[config.mk]
export PLATFORM = sky130hd
export DESIGN_NAME = operand_collector_flat
export DESIGN_NICKNAME = d
export VERILOG_FILES = /design/src/hdl/rf_pkg.sv /design/src/hdl/rf_read_if.sv /design/src/hdl/operand_collector.sv /design/src/flat_wrapper.sv
export VERILOG_INCLUDE_DIRS = /design/src /design/src/hdl
export SDC_FILE = /design/constraint.sdc
export NUM_CORES = 2
export LEC_CHECK = 0
export BUFFER_PORTS_ARGS = -buffer_cell sky130_fd_sc_hd__buf_2
export CAP_MARGIN = 20
export CORE_AREA = 3 3 626 628
export CTS_BUF_LIST = sky130_fd_sc_hd__clkbuf_8
export CTS_CLUSTER_DIAMETER = 100
export DETAILED_ROUTE_END_ITERATION = 7
export DIE_AREA = 0 0 629 631
export SLEW_MARGIN = 20
export SYNTH_ARGS = -nofsm -noshare
export SYNTH_HDL_FRONTEND = slang
export SYNTH_SLANG_ARGS = --single-unit
[constraint.sdc]
create_clock -name clk -period 9.1 [get_ports clk]
set_clock_uncertainty 0.15 [all_clocks]
set_input_delay 0.455 -clock clk [delete_from_list [all_inputs] [get_ports clk]]
set_output_delay 0.455 -clock clk [all_outputs]
set_load 0.05 [all_outputs]
[src/hdl/rf_config.svh]
`ifndef RF_CONFIG_SVH
`define RF_CONFIG_SVH

`define RF_LANES   8   // Lanes per register
`define RF_LANE_W  32
`define RF_BANKS   4   // Bank is register number bits 1:0
`define RF_ROWS    8   // Row is register number bits 4:2
`define RF_NUM_OC  2

`endif

[src/hdl/rf_pkg.sv]
`include "rf_config.svh"

package rf_pkg;

    typedef logic [4:0] reg_idx_t;
    typedef logic [2:0] row_t;

    typedef logic [`RF_LANES*`RF_LANE_W-1:0] lane_data_t;  // Lane 0 in the low bits
    typedef logic [`RF_LANES-1:0] lane_mask_t;

    // Bit 2*collector+slot set means that operand slot takes the data
    typedef logic [2*`RF_NUM_OC-1:0] oc_tag_t;

    typedef logic [7:0] instr_id_t;

endpackage

[src/hdl/rf_read_if.sv]
`include "rf_config.svh"

interface rf_read_if;

    logic [`RF_BANKS-1:0] rd_en;
    rf_pkg::row_t [`RF_BANKS-1:0] rd_row;
    rf_pkg::oc_tag_t [`RF_BANKS-1:0] rd_tag;  // May carry several bits for a merged read

    logic [`RF_BANKS-1:0] rsp_valid;                // One cycle after rd_en
    rf_pkg::oc_tag_t [`RF_BANKS-1:0] rsp_tag;
    rf_pkg::lane_data_t [`RF_BANKS-1:0] rsp_data;

    modport arb (output rd_en, rd_row, rd_tag);

    modport rf (
        input  rd_en, rd_row, rd_tag,
        output rsp_valid, rsp_tag, rsp_data
    );

    modport oc (input rsp_valid, rsp_tag, rsp_data);

endinterface

[src/hdl/operand_collector.sv]
`include "rf_config.svh"

module operand_collector #(
    parameter int index = 0
) (
    input  logic                         clk,
    input  logic                         rst_n,
    input  logic                         load,
    input  rf_pkg::reg_idx_t             load_src0,
    input  rf_pkg::reg_idx_t             load_src1,
    input  rf_pkg::instr_id_t            load_id,
    input  logic                         retire,
    input  rf_pkg::oc_tag_t              grant,
    rf_read_if.oc                        rsp,
    output logic [1:0]                   req,
    output rf_pkg::reg_idx_t [1:0]       req_reg,
    output logic                         busy,
    output logic                         ready,
    output rf_pkg::instr_id_t            id,
    output rf_pkg::lane_data_t           op0,
    output rf_pkg::lane_data_t           op1
);

    logic [1:0]                   filled;
    logic [1:0]                   hit;
    logic [1:0]                   my_grant;
    rf_pkg::lane_data_t [1:0]     rsp_sel;

    assign my_grant = grant[2*index +: 2];
    assign ready    = busy && (&filled);

    // A merged read may fill both slots from one bank
    always_comb
    begin
        hit     = '0;
        rsp_sel = '0;
        for (int b = 0; b < `RF_BANKS; b++)
            for (int s = 0; s < 2; s++)
                if (rsp.rsp_valid[b] && rsp.rsp_tag[b][2*index+s])
                begin
                    hit[s]     = 1'b1;
                    rsp_sel[s] = rsp.rsp_data[b];
                end
    end

    always_ff @(posedge clk)
    begin
        if (!rst_n)
        begin
            busy   <= 1'b0;
            req    <= '0;
            filled <= '0;
        end
        else if (load)
        begin
            busy   <= 1'b1;
            req    <= 2'b11;
            filled <= '0;
        end
        else if (retire)
            busy <= 1'b0;
        else
        begin
            req    <= req & ~my_grant;
            filled <= filled | hit;
        end
    end

    always_ff @(posedge clk)
    begin
        if (load)
        begin
            req_reg[0] <= load_src0;
            req_reg[1] <= load_src1;
            id         <= load_id;
        end
        if (hit[0])
            op0 <= rsp_sel[0];
        if (hit[1])
            op1 <= rsp_sel[1];
    end

endmodule

[src/flat_wrapper.sv]
// flat-port wrapper written by rule: the top's interface ports become plain ports
module operand_collector_flat 
#(
    parameter int index = 0
)
  (clk, rst_n, load, load_src0, load_src1, load_id, retire, grant, req, req_reg, busy, ready, id, op0, op1, rsp_rsp_valid, rsp_rsp_tag, rsp_rsp_data);
  rf_read_if rsp_i ();
  input  logic clk;
  input  logic rst_n;
  input  logic load;
  input  rf_pkg::reg_idx_t load_src0;
  input  rf_pkg::reg_idx_t load_src1;
  input  rf_pkg::instr_id_t load_id;
  input  logic retire;
  input  rf_pkg::oc_tag_t grant;
  output logic [1:0] req;
  output rf_pkg::reg_idx_t [1:0] req_reg;
  output logic busy;
  output logic ready;
  output rf_pkg::instr_id_t id;
  output rf_pkg::lane_data_t op0;
  output rf_pkg::lane_data_t op1;
  input wire logic [$bits(rsp_i.rsp_valid)-1:0] rsp_rsp_valid;
  input wire logic [$bits(rsp_i.rsp_tag)-1:0] rsp_rsp_tag;
  input wire logic [$bits(rsp_i.rsp_data)-1:0] rsp_rsp_data;
  assign rsp_i.rsp_valid = rsp_rsp_valid;
  assign rsp_i.rsp_tag = rsp_rsp_tag;
  assign rsp_i.rsp_data = rsp_rsp_data;
  operand_collector #(.index(index)) u_core (.clk(clk), .rst_n(rst_n), .load(load), .load_src0(load_src0), .load_src1(load_src1), .load_id(load_id), .retire(retire), .grant(grant), .rsp(rsp_i), .req(req), .req_reg(req_reg), .busy(busy), .ready(ready), .id(id), .op0(op0), .op1(op1));
endmodule
==> results.sh <==
export IMPL_status="finished, violations left"
export IMPL_violations="antenna rules"
export IMPL_synth_most_common_cell="o21ai_0"
export IMPL_grt_pass1_vias=45565
export IMPL_drc=0
export IMPL_cts_root_buf="clkbuf_8"
export IMPL_via_count=50534
export IMPL_clock_latency_ns=0.93
export IMPL_period_share_pct=43.4
export IMPL_hold_class="in2reg"
export IMPL_synth_seq_area_share_pct=49.3
export IMPL_async_flop_share_pct=0
export IMPL_initial_core_util_pct=8.41
export IMPL_switchingPower_mw=4.62
export IMPL_drv_slew=0
export IMPL_switching_share_pct=44.0
export IMPL_dr_pass1_iters=7
export IMPL_synth_ff_type="edfxtp_1"
export IMPL_drive_gt1_share_pct=29.1
export IMPL_numCtsBuffers=120
export IMPL_cap_viol_max_count=0
export IMPL_cts_buffer_depth=4
export IMPL_gp_congestion=0.951
export IMPL_synth_cell_type_count=22
export IMPL_peakVddDrop_mv=0.147
export IMPL_htreeDepth=3
export IMPL_io_buffers=1593
export IMPL_critPathCaptureType="register"
export IMPL_rsz0062_at_grt="no"
export IMPL_cp_required_ns=9.81
export IMPL_grt_max_degree=136
export IMPL_antenna_found_initial=590
export IMPL_fmax_ghz=0.253
export IMPL_row_count=228
export IMPL_seqPwrFrac_pct=31.8
export IMPL_fin_total_pwr_mw=10.5
export IMPL_power_density_nw_per_um2=170
export IMPL_power_share_clock_pct=27.2
export IMPL_grt_use_total_pct=20.3
export IMPL_die_x_um=629
export IMPL_overflow=0
export IMPL_synth_area_leaders="edfxtp_1 (49%), a31oi_1 (9.9%), and3_1 (9.9%)"
export IMPL_relSlewSlack_pct=19.9
export IMPL_cp_start_kind="primary input"
export IMPL_synth_warning_count=0
export IMPL_synth_cells=3580
export IMPL_dieArea_um2=397000
export IMPL_ys_ff_latch=535
export IMPL_p_int_mw=5.87
export IMPL_tns_ns=0
export IMPL_drtIter0Drc=7305
export IMPL_p_leak_nw=24.5
export IMPL_critPathMaxFanout=106
export IMPL_comb_power_share_pct=41.0
export IMPL_synth_commonest_cells="o21ai_0 (536), edfxtp_1 (530), a21oi_1 (514), a31oi_1 (514), and3_1 (513)"
export IMPL_cts_resized=0
export IMPL_path_clk_slew_ns=0.07
export IMPL_finalWirelength_mm=426
export IMPL_ant_nets=2
export IMPL_tightest_slew_ns=1.20
export IMPL_cp_arrival_ns=4.67
export IMPL_whs_ns=0.185
export IMPL_post_place_ws_ns=5.06
export IMPL_synth_edf_count=530
export IMPL_fin_ws_ns=5.15
export IMPL_period_minus_slack_ns=3.95
export IMPL_fill_cells=43553
export IMPL_wl_per_cell_um=36.1
export IMPL_cts_tree="yes"
export IMPL_drt_vias_per_instance=4.29
export IMPL_pin_count=1604
export IMPL_clock_sinks=535
export IMPL_synth_avg_cell_area_um2=9.07
export IMPL_core_area_um2=386000
export IMPL_fin_nets=7297
export IMPL_synthToLayoutAreaGrowth_pct=90.1
export IMPL_setup_viol=0
export IMPL_syn_nets=4650
export IMPL_critPathKind="in2reg"
export IMPL_dieHeight_um=631
export IMPL_yosys_area_top_type_share_pct=49.0
export IMPL_synth_area_um2=32500
export IMPL_hold_viol_final=0
export IMPL_hpwl_mm=342
export IMPL_grt_pass1_wl_mm=526
export IMPL_yosysTopAreaCell="edfxtp_1"
per-stage QoR:
stage / instance area (µm²) / cells / util [%]
global placement: 45600 / 9966 / 11.8
detailed placement: 45600 / 9966 / 11.8
CTS: 61000 / 11493 / 15.8
global route: 61400 / 11647 / 15.9
finish: 61700 / 11775 / 16.0
floorplan: 32500 / 3580 / -
layout by cell type (no fill, tap or decap), types with 26 or more instances in the layout:
master	count
edfxtp_1	530
buf_4	61
diode_2	281
a21oi_1	514
and3_1	513
clkinv_1	30
dlygate4sd3_1	1313
inv_1	26
buf_2	1590
o21ai_0	536
a31oi_1	514
o21ai_1	488
clkbuf_8	120
kinds of logic after synthesis:
| kind of cell | Yosys count | synth area share (%) |
|---|---|---|
| buffers and inverters | 455 | 6.65 |
| and+or+nand+nor | 533 | 10.2 |
| DFF | 535 | 49.3 |
| AOI/OAI and AO/OA | 2057 | 33.8 |
worst max-delay path, cell delays in order:
cell           delay (ns)
buf_8                0.26
buf_4                0.52
buf_4                0.64
buf_4                0.83
and3_1               0.28
a31oi_1              0.04
dlygate4sd3_1        0.61
o21ai_1              0.10
dlygate4sd3_1        0.59
timing repair:
action                    in CTS  in global routing
hold endpoints to repair     553                  0
hold buffers                1313                  0
buffers inserted               0                  0
area by class of cell:
cell class	instances	area (µm²)	area share (%)
diodes	281	703	1.14
clock inverters	94	643	1.04
repair buffers	2980	21900	35.4
flip-flops and latches	535	16000	25.9
multi-input cells	2590	14400	23.3
well taps	5175	6470	10.5
clock buffers	120	1650	2.68
power groups by stage:
stage,logic [mW],registers [mW],clock network [mW]
2_1_floorplan,0.699,4.76,0
3_3_place_gp,3.49,3.37,0
3_5_place_dp,3.50,3.37,0
4_1_cts,4.26,3.33,2.94
5_1_grt,4.42,3.37,3.02
6_report,4.30,3.34,2.86
final timing paths:
| path | depth (start not counted) | startpoint | slack [ns] | end |
|---|---|---|---|---|
| max reg2reg | 3 | u_core.busy$_SDFFE_PN0P_ | 7.70 | u_core.busy$_SDFFE_PN0P_ |
| min | 4 | rsp_rsp_data[299] | 0.18 | u_core.op0[43]$_DFFE_PP_ |
| min reg2reg | 1 | u_core.filled[1]$_SDFFE_PP0N_ | 0.33 | u_core.filled[1]$_SDFFE_PP0N_ |
| max | 9 | rsp_rsp_valid[3] | 5.15 | u_core.op1[103]$_DFFE_PP_ |
layer usage:
metal / vias to the layer above / track usage, % / part of all wire, %
met4: 334 / 12.6 / 8.3
li1: 19715 / - / -
met3: 1765 / 10.6 / 14
met2: 4944 / 32.0 / 44
met1: 23776 / 21.4 / 33
met5: - / 0 / 0.53
Note: power is estimated with default switching activity, not from simulation.
